==> config.mk <==
export PLATFORM = sky130hd
export DESIGN_NAME = axil_wr_subsystem
export DESIGN_NICKNAME = d
export VERILOG_FILES = /design/src/common/axil_pkg.sv /design/src/axil_wr_router/axil_wr_join.sv /design/src/axil_wr_router/axil_wr_router.sv /design/src/axil_reg_bank.sv /design/src/axil_wr_subsystem.sv
export SDC_FILE = /design/constraint.sdc
export NUM_CORES = 1
export LEC_CHECK = 0
export BUFFER_PORTS_ARGS = -buffer_cell sky130_fd_sc_hd__buf_4
export CORE_ASPECT_RATIO = 1.2
export CORE_MARGIN = 3
export CORE_UTILIZATION = 45
export DETAILED_ROUTE_END_ITERATION = 16
export PLACE_DENSITY = 0.74
export SYNTH_ARGS = -nofsm -noshare
export SYNTH_HDL_FRONTEND = slang
export SYNTH_SLANG_ARGS = --single-unit
==> constraint.sdc <==
create_clock -name clk -period 7.32 [get_ports clk]
set_clock_uncertainty 0.1 [all_clocks]
set_input_delay 0.366 -clock clk [delete_from_list [all_inputs] [get_ports clk]]
set_output_delay 0.366 -clock clk [all_outputs]
set_load 0.01 [all_outputs]
==> src/common/axil_pkg.sv <==
package axil_pkg;

  // Upstream byte address width
  localparam int ADDR_W = 16;

  // Data width, the same upstream and toward every bank
  localparam int DATA_W = 32;

  // Bank select field taken from the top of the address
  localparam int SEL_W = 2;

  typedef logic [ADDR_W-1:0] axil_addr_t;

  // Address as seen by a bank, with the select bits stripped
  typedef logic [ADDR_W-SEL_W-1:0] sub_addr_t;

  typedef logic [DATA_W-1:0] axil_data_t;

  typedef logic [DATA_W/8-1:0] axil_strb_t;

  typedef logic [1:0] axil_resp_t;

  localparam axil_resp_t RESP_OKAY = 2'b00;
  localparam axil_resp_t RESP_SLVERR = 2'b10;
  localparam axil_resp_t RESP_DECERR = 2'b11;

endpackage

==> src/axil_wr_router/axil_wr_join.sv <==
`timescale 1ns/1ps

module axil_wr_join
  import axil_pkg::*;
(
  input  logic       clk,
  input  logic       rst_n,

  input  logic       s_axil_awvalid,
  input  axil_addr_t s_axil_awaddr,
  output logic       s_axil_awready,

  input  logic       s_axil_wvalid,
  input  axil_data_t s_axil_wdata,
  input  axil_strb_t s_axil_wstrb,
  output logic       s_axil_wready,

  output logic       req_valid,
  output axil_addr_t req_addr,
  output axil_data_t req_data,
  output axil_strb_t req_strb,
  input  logic       req_ready
);

  logic       aw_full;
  logic       w_full;
  axil_addr_t aw_addr_q;
  axil_data_t w_data_q;
  axil_strb_t w_strb_q;
  logic       req_taken;

  // Each channel accepts a beat only while its own hold is empty
  assign s_axil_awready = ~aw_full;
  assign s_axil_wready  = ~w_full;

  assign req_valid = aw_full & w_full;
  assign req_taken = req_valid & req_ready;

  assign req_addr = aw_addr_q;
  assign req_data = w_data_q;
  assign req_strb = w_strb_q;

  always_ff @(posedge clk) begin
    if (!rst_n) begin
      aw_full <= 1'b0;
      w_full  <= 1'b0;
    end else begin
      // A hold is never loaded and freed in the same cycle
      if (s_axil_awvalid && s_axil_awready) begin
        aw_full <= 1'b1;
      end else if (req_taken) begin
        aw_full <= 1'b0;
      end
      if (s_axil_wvalid && s_axil_wready) begin
        w_full <= 1'b1;
      end else if (req_taken) begin
        w_full <= 1'b0;
      end
    end
  end

  always_ff @(posedge clk) begin
    if (s_axil_awvalid && s_axil_awready) begin
      aw_addr_q <= s_axil_awaddr;
    end
    if (s_axil_wvalid && s_axil_wready) begin
      w_data_q <= s_axil_wdata;
      w_strb_q <= s_axil_wstrb;
    end
  end

endmodule

==> src/axil_wr_router/axil_wr_router.sv <==
`timescale 1ns/1ps

module axil_wr_router
  import axil_pkg::*;
#(
  parameter int NUM_S = 3
) (
  input  logic                         clk,
  input  logic                         rst_n,

  input  logic                         req_valid,
  input  axil_addr_t                   req_addr,
  input  axil_data_t                   req_data,
  input  axil_strb_t                   req_strb,
  output logic                         req_ready,

  output logic                         s_axil_bvalid,
  output axil_resp_t                   s_axil_bresp,
  input  logic                         s_axil_bready,

  output logic       [NUM_S-1:0]       m_axil_awvalid,
  output sub_addr_t  [NUM_S-1:0]       m_axil_awaddr,
  input  logic       [NUM_S-1:0]       m_axil_awready,

  output logic       [NUM_S-1:0]       m_axil_wvalid,
  output axil_data_t [NUM_S-1:0]       m_axil_wdata,
  output axil_strb_t [NUM_S-1:0]       m_axil_wstrb,
  input  logic       [NUM_S-1:0]       m_axil_wready,

  input  logic       [NUM_S-1:0]       m_axil_bvalid,
  input  axil_resp_t [NUM_S-1:0]       m_axil_bresp,
  output logic       [NUM_S-1:0]       m_axil_bready
);

  typedef enum logic [1:0] {
    state_idle,
    state_issue,
    state_wait_b,
    state_respond
  } state_t;

  state_t           state;
  logic [SEL_W-1:0] sel_q;
  sub_addr_t        addr_q;
  axil_data_t       data_q;
  axil_strb_t       strb_q;
  axil_resp_t       resp_q;
  logic             aw_done;
  logic             w_done;
  logic             req_unmapped;
  logic             aw_hs;
  logic             w_hs;
  logic             sel_bvalid;
  axil_resp_t       sel_bresp;

  // Select values from NUM_S upwards have no bank behind them
  assign req_unmapped = 32'(req_addr[ADDR_W-1 -: SEL_W]) >= NUM_S;

  assign req_ready     = (state == state_idle);
  assign s_axil_bvalid = (state == state_respond);
  assign s_axil_bresp  = resp_q;

  // Only the selected bank can raise a valid, so an OR of all lanes is enough
  assign aw_hs = |(m_axil_awvalid & m_axil_awready);
  assign w_hs  = |(m_axil_wvalid & m_axil_wready);

  always_comb begin
    sel_bvalid = 1'b0;
    sel_bresp  = RESP_OKAY;
    for (int b = 0; b < NUM_S; b++) begin
      m_axil_awvalid[b] = (state == state_issue) && (sel_q == SEL_W'(b)) && !aw_done;
      m_axil_wvalid[b]  = (state == state_issue) && (sel_q == SEL_W'(b)) && !w_done;
      m_axil_bready[b]  = (state == state_wait_b) && (sel_q == SEL_W'(b));
      m_axil_awaddr[b]  = addr_q;
      m_axil_wdata[b]   = data_q;
      m_axil_wstrb[b]   = strb_q;
      if (sel_q == SEL_W'(b)) begin
        sel_bvalid = m_axil_bvalid[b];
        sel_bresp  = m_axil_bresp[b];
      end
    end
  end

  always_ff @(posedge clk) begin
    if (!rst_n) begin
      state   <= state_idle;
      aw_done <= 1'b0;
      w_done  <= 1'b0;
    end else begin
      case (state)
        state_idle: begin
          if (req_valid) begin
            aw_done <= 1'b0;
            w_done  <= 1'b0;
            state   <= req_unmapped ? state_respond : state_issue;
          end
        end
        state_issue: begin
          if (aw_hs) begin
            aw_done <= 1'b1;
          end
          if (w_hs) begin
            w_done <= 1'b1;
          end
          // Both beats may complete in the same cycle or in either order
          if ((aw_done || aw_hs) && (w_done || w_hs)) begin
            state <= state_wait_b;
          end
        end
        state_wait_b: begin
          if (sel_bvalid) begin
            state <= state_respond;
          end
        end
        state_respond: begin
          if (s_axil_bready) begin
            state <= state_idle;
          end
        end
        default: state <= state_idle;
      endcase
    end
  end

  always_ff @(posedge clk) begin
    if (state == state_idle && req_valid) begin
      sel_q  <= req_addr[ADDR_W-1 -: SEL_W];
      addr_q <= req_addr[ADDR_W-SEL_W-1:0];
      data_q <= req_data;
      strb_q <= req_strb;
      resp_q <= RESP_DECERR;
    end else if (state == state_wait_b && sel_bvalid) begin
      resp_q <= sel_bresp;
    end
  end

endmodule

==> src/axil_reg_bank.sv <==
`timescale 1ns/1ps

module axil_reg_bank
  import axil_pkg::*;
#(
  parameter int REG_COUNT = 4
) (
  input  logic                           clk,
  input  logic                           rst_n,

  input  logic                           awvalid,
  input  sub_addr_t                      awaddr,
  output logic                           awready,

  input  logic                           wvalid,
  input  axil_data_t                     wdata,
  input  axil_strb_t                     wstrb,
  output logic                           wready,

  output logic                           bvalid,
  output axil_resp_t                     bresp,
  input  logic                           bready,

  output axil_data_t [REG_COUNT-1:0]     cfg_regs
);

  // Word index width inside the bank-local byte address
  localparam int IDX_W = ADDR_W - SEL_W - 2;

  logic             wr_fire;
  logic             in_range;
  logic [IDX_W-1:0] word_idx;

  // Both beats are taken together, and only while no response is pending
  assign wr_fire = awvalid & wvalid & ~bvalid;
  assign awready = wr_fire;
  assign wready  = wr_fire;

  assign word_idx = awaddr[ADDR_W-SEL_W-1:2];
  assign in_range = 32'(awaddr) < 32'(REG_COUNT * 4);

  always_ff @(posedge clk) begin
    if (!rst_n) begin
      bvalid   <= 1'b0;
      cfg_regs <= '0;
    end else begin
      if (wr_fire) begin
        bvalid <= 1'b1;
      end else if (bready) begin
        bvalid <= 1'b0;
      end

      if (wr_fire && in_range) begin
        for (int r = 0; r < REG_COUNT; r++) begin
          if (word_idx == IDX_W'(r)) begin
            for (int i = 0; i < DATA_W / 8; i++) begin
              if (wstrb[i]) begin
                cfg_regs[r][i*8 +: 8] <= wdata[i*8 +: 8];
              end
            end
          end
        end
      end
    end
  end

  // Out of range writes change nothing and get SLVERR
  always_ff @(posedge clk) begin
    if (wr_fire) begin
      bresp <= in_range ? RESP_OKAY : RESP_SLVERR;
    end
  end

endmodule

==> src/axil_wr_subsystem.sv <==
`timescale 1ns/1ps

module axil_wr_subsystem
  import axil_pkg::*;
#(
  parameter int NUM_S     = 3,
  parameter int REG_COUNT = 4
) (
  input  logic                                 clk,
  input  logic                                 rst_n,

  input  logic                                 s_axil_awvalid,
  input  axil_addr_t                           s_axil_awaddr,
  output logic                                 s_axil_awready,

  input  logic                                 s_axil_wvalid,
  input  axil_data_t                           s_axil_wdata,
  input  axil_strb_t                           s_axil_wstrb,
  output logic                                 s_axil_wready,

  output logic                                 s_axil_bvalid,
  output axil_resp_t                           s_axil_bresp,
  input  logic                                 s_axil_bready,

  output axil_data_t [NUM_S*REG_COUNT-1:0]     cfg_regs
);

  logic       req_valid;
  axil_addr_t req_addr;
  axil_data_t req_data;
  axil_strb_t req_strb;
  logic       req_ready;

  logic       [NUM_S-1:0] bank_awvalid;
  sub_addr_t  [NUM_S-1:0] bank_awaddr;
  logic       [NUM_S-1:0] bank_awready;
  logic       [NUM_S-1:0] bank_wvalid;
  axil_data_t [NUM_S-1:0] bank_wdata;
  axil_strb_t [NUM_S-1:0] bank_wstrb;
  logic       [NUM_S-1:0] bank_wready;
  logic       [NUM_S-1:0] bank_bvalid;
  axil_resp_t [NUM_S-1:0] bank_bresp;
  logic       [NUM_S-1:0] bank_bready;

  axil_wr_join u_axil_wr_join (
    .clk            (clk),
    .rst_n          (rst_n),
    .s_axil_awvalid (s_axil_awvalid),
    .s_axil_awaddr  (s_axil_awaddr),
    .s_axil_awready (s_axil_awready),
    .s_axil_wvalid  (s_axil_wvalid),
    .s_axil_wdata   (s_axil_wdata),
    .s_axil_wstrb   (s_axil_wstrb),
    .s_axil_wready  (s_axil_wready),
    .req_valid      (req_valid),
    .req_addr       (req_addr),
    .req_data       (req_data),
    .req_strb       (req_strb),
    .req_ready      (req_ready)
  );

  axil_wr_router #(
    .NUM_S (NUM_S)
  ) u_axil_wr_router (
    .clk            (clk),
    .rst_n          (rst_n),
    .req_valid      (req_valid),
    .req_addr       (req_addr),
    .req_data       (req_data),
    .req_strb       (req_strb),
    .req_ready      (req_ready),
    .s_axil_bvalid  (s_axil_bvalid),
    .s_axil_bresp   (s_axil_bresp),
    .s_axil_bready  (s_axil_bready),
    .m_axil_awvalid (bank_awvalid),
    .m_axil_awaddr  (bank_awaddr),
    .m_axil_awready (bank_awready),
    .m_axil_wvalid  (bank_wvalid),
    .m_axil_wdata   (bank_wdata),
    .m_axil_wstrb   (bank_wstrb),
    .m_axil_wready  (bank_wready),
    .m_axil_bvalid  (bank_bvalid),
    .m_axil_bresp   (bank_bresp),
    .m_axil_bready  (bank_bready)
  );

  // Bank b owns words b*REG_COUNT up to b*REG_COUNT+REG_COUNT-1 of cfg_regs
  for (genvar b = 0; b < NUM_S; b++) begin : g_bank
    axil_reg_bank #(
      .REG_COUNT (REG_COUNT)
    ) u_axil_reg_bank (
      .clk      (clk),
      .rst_n    (rst_n),
      .awvalid  (bank_awvalid[b]),
      .awaddr   (bank_awaddr[b]),
      .awready  (bank_awready[b]),
      .wvalid   (bank_wvalid[b]),
      .wdata    (bank_wdata[b]),
      .wstrb    (bank_wstrb[b]),
      .wready   (bank_wready[b]),
      .bvalid   (bank_bvalid[b]),
      .bresp    (bank_bresp[b]),
      .bready   (bank_bready[b]),
      .cfg_regs (cfg_regs[b*REG_COUNT +: REG_COUNT])
    );
  end

endmodule

==> impl_metrics.csv <==
group,metric,value,unit
synthesis,synth.lib_cells_used.distinct,35,
setup_path,critical_path_class,"register to register",
finish,antennaDiodeCount,0,
finish,area.growth.synth_to_final,28.92,%
grt,wire_length_of_the_first_global_routing_pass,90.45,mm
clock_network,ctsRootBufferMaster,"sky130_fd_sc_hd__clkbuf_16",
sta,final_max_slew_viol_count,0,
power_and_ir_drop,ir_drop,0.1986,mV
clock_network,post_cts_resize_count,0,
drt,wl,60.54,mm
grt,grt-ovfl-total,0,
setup_path,cp.arrival,3.82,ns
synthesis,synth_sequential_area_ratio,56.07,%
setup_path,beginning_of_the_critical_path,"u_axil_wr_router.state[1]$_SDFFE_PN0P_",
clock_network,tritoncts.num_buffers,49,
sta,finalSetupViolCount,0,
synthesis,synth_top_cell_area_share,40.30,%
sta,finalSetupTns,0,ns
sta,final_min_period_over_clock_period,46.63,%
finish,mostFrequentLayoutCells,"590 x sky130_fd_sc_hd__nand2_1, 451 x sky130_fd_sc_hd__buf_4, 395 x sky130_fd_sc_hd__dfxtp_1",
synthesis,synth_area_leader_cell,"sky130_fd_sc_hd__dfxtp_1",
setup_path,family_of_cells_with_the_greatest_summed_delay_on_the_critical_path,"simple AND/OR/NAND/NOR gates",
placed_design,final_weighted_congestion_in_routability_driven_placement,0.8488,
setup_path,crit_path_cell_trace,"inv_1 > ha_1 > or3b_1 > or4_4 > buf_4 > nor2_4 > nand2_1 > a21boi_1",
synthesis,synth_area_leaders,"sky130_fd_sc_hd__dfxtp_1 40%, sky130_fd_sc_hd__edfxtp_1 16%, sky130_fd_sc_hd__a21boi_1 13%, sky130_fd_sc_hd__nand2_1 11%, sky130_fd_sc_hd__o21ai_0 5.0%",
drt,initialDrtViolationCount,1268,
drt,postRouteAntennaNets,0,
synthesis,syn_inst,1953,
sta,timing.max_slew.rel_slack,17.98,%
placed_design,placement.cell_area,23100,um^2
setup_path,timing.critical_path.fanout_max,48,
worst_hold_path,worstHoldStart,"s_axil_bready",
finish,layout.cells.most_common,"sky130_fd_sc_hd__nand2_1",
setup_path,timing.critical_path.slowest_stage_cell,"sky130_fd_sc_hd__or4_4",
setup_path,critPathMaxStageDelay,0.91,ns
finish,postLayoutCellArea,25290,um^2
placed_design,numPortBuffers,443,
synthesis,syn_avg_cell_area,10.05,um^2
grt,grt_max_degree,190,
clock_network,cts_buffer_depth,3,
synthesis,yosys_register_bits,498,
sta,period_minus_slack,3.414,ns
floorplan,die-width,196.6,um
setup_path,logic_depth_of_the_worst_path_buffers_included,8,
power_and_ir_drop,finalPower,5.795,mW
sta,worst-slew-pin-transition,1.228,ns
setup_path,timing.reg2reg.worst_path_depth,8,
finish,drive_gt1_share,26.05,%
setup_path,cp.buffers_inverters,2,
floorplan,row_count,83,
floorplan,die_area,46150,um^2
sta,setup_repair_after_global_routing_missed_its_margin,"no",
setup_path,worst-endpoint-required,7.72,ns
clock_network,cts.clk_slew.worst_paths,0.06,ns
worst_hold_path,hp-class,"input pin to register",
drt,route.vias.total,16084,
clock_network,clock_tree_from_tritoncts,"yes",
drt,drcViolationCount,0,
setup_path,r2r_start,"u_axil_wr_router.state[1]$_SDFFE_PN0P_",
clock_network,cts_sinks,498,
setup_path,setup.worst_path.start_class,"register",
finish,design.final.nets,2439,
drt,routed_via_density,5.415,
synthesis,yosys_warning_total,0,
finish,finish.utilization,58.97,%
drt,routedWlPerCell,20.38,um
synthesis,syn_area,19620,um^2
clock_network,cts_htree_levels,2,
worst_hold_path,holdPathStages,5,
clock_network,clock_insertion_delay_worst_skew,0.59,ns
grt,global_route.usage.total,25.09,%
grt,first_global_vias,15170,
placed_design,hpwl,40.98,mm
drt,dr.pass1.iters,7,
floorplan,placeable_core_region,42890,um^2
run,max_capacitance_violation_count,0,
power_and_ir_drop,p_leak,9.863,nW
sta,max_freq,0.2929,GHz
power_and_ir_drop,power_density,229.1,nW/um^2
sta,timing_hold_violations_final,0,
floorplan,floorplan.initialDensity,45.75,%
status,outcome,"finished, final reports clean",
floorplan,floorplan.die.height,234.7,um
synthesis,net_count_after_synthesis,2014,
grt,grt_antenna_before_repair,0,
setup_path,worstSetupEndpointType,"register",
floorplan,io_pins,446,
==> worst paths after layout <==
kind              slack, ns                                                   to
setup / recovery       3.91  g_bank[0].u_axil_reg_bank.cfg_regs[76]$_SDFFE_PN0P_
setup reg to reg       3.91  g_bank[0].u_axil_reg_bank.cfg_regs[76]$_SDFFE_PN0P_
hold reg to reg        0.32                u_axil_wr_router.data_q[17]$_DFFE_PP_
hold / removal         0.20               u_axil_wr_router.state[0]$_SDFFE_PN0P_
==> stage by stage <==
step / setup WS, ns / hold WS [ns] / std cells
6_report: 3.906 / 0.2029 / 2970
5_1_grt: 3.714 / 0.2409 / 2970
4_1_cts: 3.885 / 0.1756 / 2970
3_5_place_dp: 3.930 / 0.3045 / 2827
3_3_place_gp: 3.992 / 0.3016 / 2827
2_1_floorplan: 4.801 / 0.3003 / 1953
==> worst reg2reg max path: cells and delay by family, from the launching register on <==
| family | cells | cell delay, ns |
|---|---|---|
| buf+inv | 2 | 0.55 |
| flops | 1 | 0.34 |
| fa+ha+maj | 1 | 0.20 |
| compound gates | 1 | 0.19 |
| simple gates | 4 | 1.94 |
==> final cells by class <==
type	count	area (um^2)
multi-input combinational	1318	7978
inverter	7	26.28
fill	3553	17600
tap	552	690.7
clock buffer	67	1415
clock inverter	24	262.8
timing repair buffer	504	3921
sequential	498	11000
==> where the power goes <==
part           switching [mW]  total [mW]  internal, mW
combinational           0.123       0.230         0.107
clock                    1.09        2.62          1.53
sequential             0.0876        2.94          2.86
total                    1.30        5.79          4.50
==> timing repair <==
action,4_1_cts,5_1_grt
setup buffers,0,0
endpoints found under the hold margin,52,0
hold buffers,52,0
==> logic make-up (layout without fill, tap and decap cells) <==
kind of cell,Yosys count,after routing,synth area share (%)
buffers and inverters,137,602,3.367
adders and majority gates,4,4,0.2551
DFF,498,498,56.07
and+or+nand+nor,720,720,20.06
muxes,3,3,0.1531
AOI/OAI and AO/OA,591,591,20.10
==> flip-flops by register name, summed over array words and instances, names as in the netlist <==
signal and flops:
g_bank.u_axil_reg_bank.cfg_regs 384, u_axil_wr_join.req_data 32, u_axil_wr_router.data_q 32, u_axil_wr_join.req_addr 14, u_axil_wr_router.addr_q 12, u_axil_wr_join.req_strb 4, u_axil_wr_router.strb_q 4, g_bank.u_axil_reg_bank.bresp 3
g_bank.u_axil_reg_bank.bvalid 3, u_axil_wr_router.s_axil_bresp 2, u_axil_wr_router.sel_q 2, u_axil_wr_router.state 2, u_axil_wr_join.aw_full 1, u_axil_wr_join.w_full 1, u_axil_wr_router.aw_done 1, u_axil_wr_router.w_done 1
==> routing by layer <==
metal | vias up | track usage [%] | wire length, um
li1 | 7483 | - | -
met1 | 7681 | 33.07 | 24300
met2 | 752 | 40.75 | 28460
met3 | 168 | 3.843 | 4664
met4 | 0 | 11.56 | 3116
met5 | - | 0 | 0
==> synthesized netlist by cell type <==
cell type / n
sky130_fd_sc_hd__a21boi_0: 37
sky130_fd_sc_hd__a21boi_1: 349
sky130_fd_sc_hd__a21oi_1: 5
sky130_fd_sc_hd__and2_1: 2
sky130_fd_sc_hd__and2_4: 1
sky130_fd_sc_hd__buf_12: 4
sky130_fd_sc_hd__buf_2: 29
sky130_fd_sc_hd__buf_4: 2
sky130_fd_sc_hd__buf_6: 5
sky130_fd_sc_hd__clkbuf_1: 90
sky130_fd_sc_hd__dfxtp_1: 395
sky130_fd_sc_hd__edfxtp_1: 103
sky130_fd_sc_hd__ha_1: 4
sky130_fd_sc_hd__inv_1: 7
sky130_fd_sc_hd__mux2i_1: 3
sky130_fd_sc_hd__nand2_1: 590
sky130_fd_sc_hd__nand3_1: 6
sky130_fd_sc_hd__nand3_4: 36
sky130_fd_sc_hd__nand3b_1: 1
sky130_fd_sc_hd__nor2_1: 10
sky130_fd_sc_hd__nor2_4: 23
sky130_fd_sc_hd__nor2_8: 25
sky130_fd_sc_hd__nor2b_1: 9
sky130_fd_sc_hd__nor3_1: 2
sky130_fd_sc_hd__nor4_4: 4
sky130_fd_sc_hd__o211a_1: 2
sky130_fd_sc_hd__o211ai_1: 1
sky130_fd_sc_hd__o21ai_0: 195
sky130_fd_sc_hd__o2bb2ai_1: 1
sky130_fd_sc_hd__o311ai_0: 1
sky130_fd_sc_hd__or2_2: 1
sky130_fd_sc_hd__or3_1: 2
sky130_fd_sc_hd__or3b_1: 2
sky130_fd_sc_hd__or3b_2: 1
sky130_fd_sc_hd__or4_1: 5
Note: power is estimated with default switching activity, not from simulation.
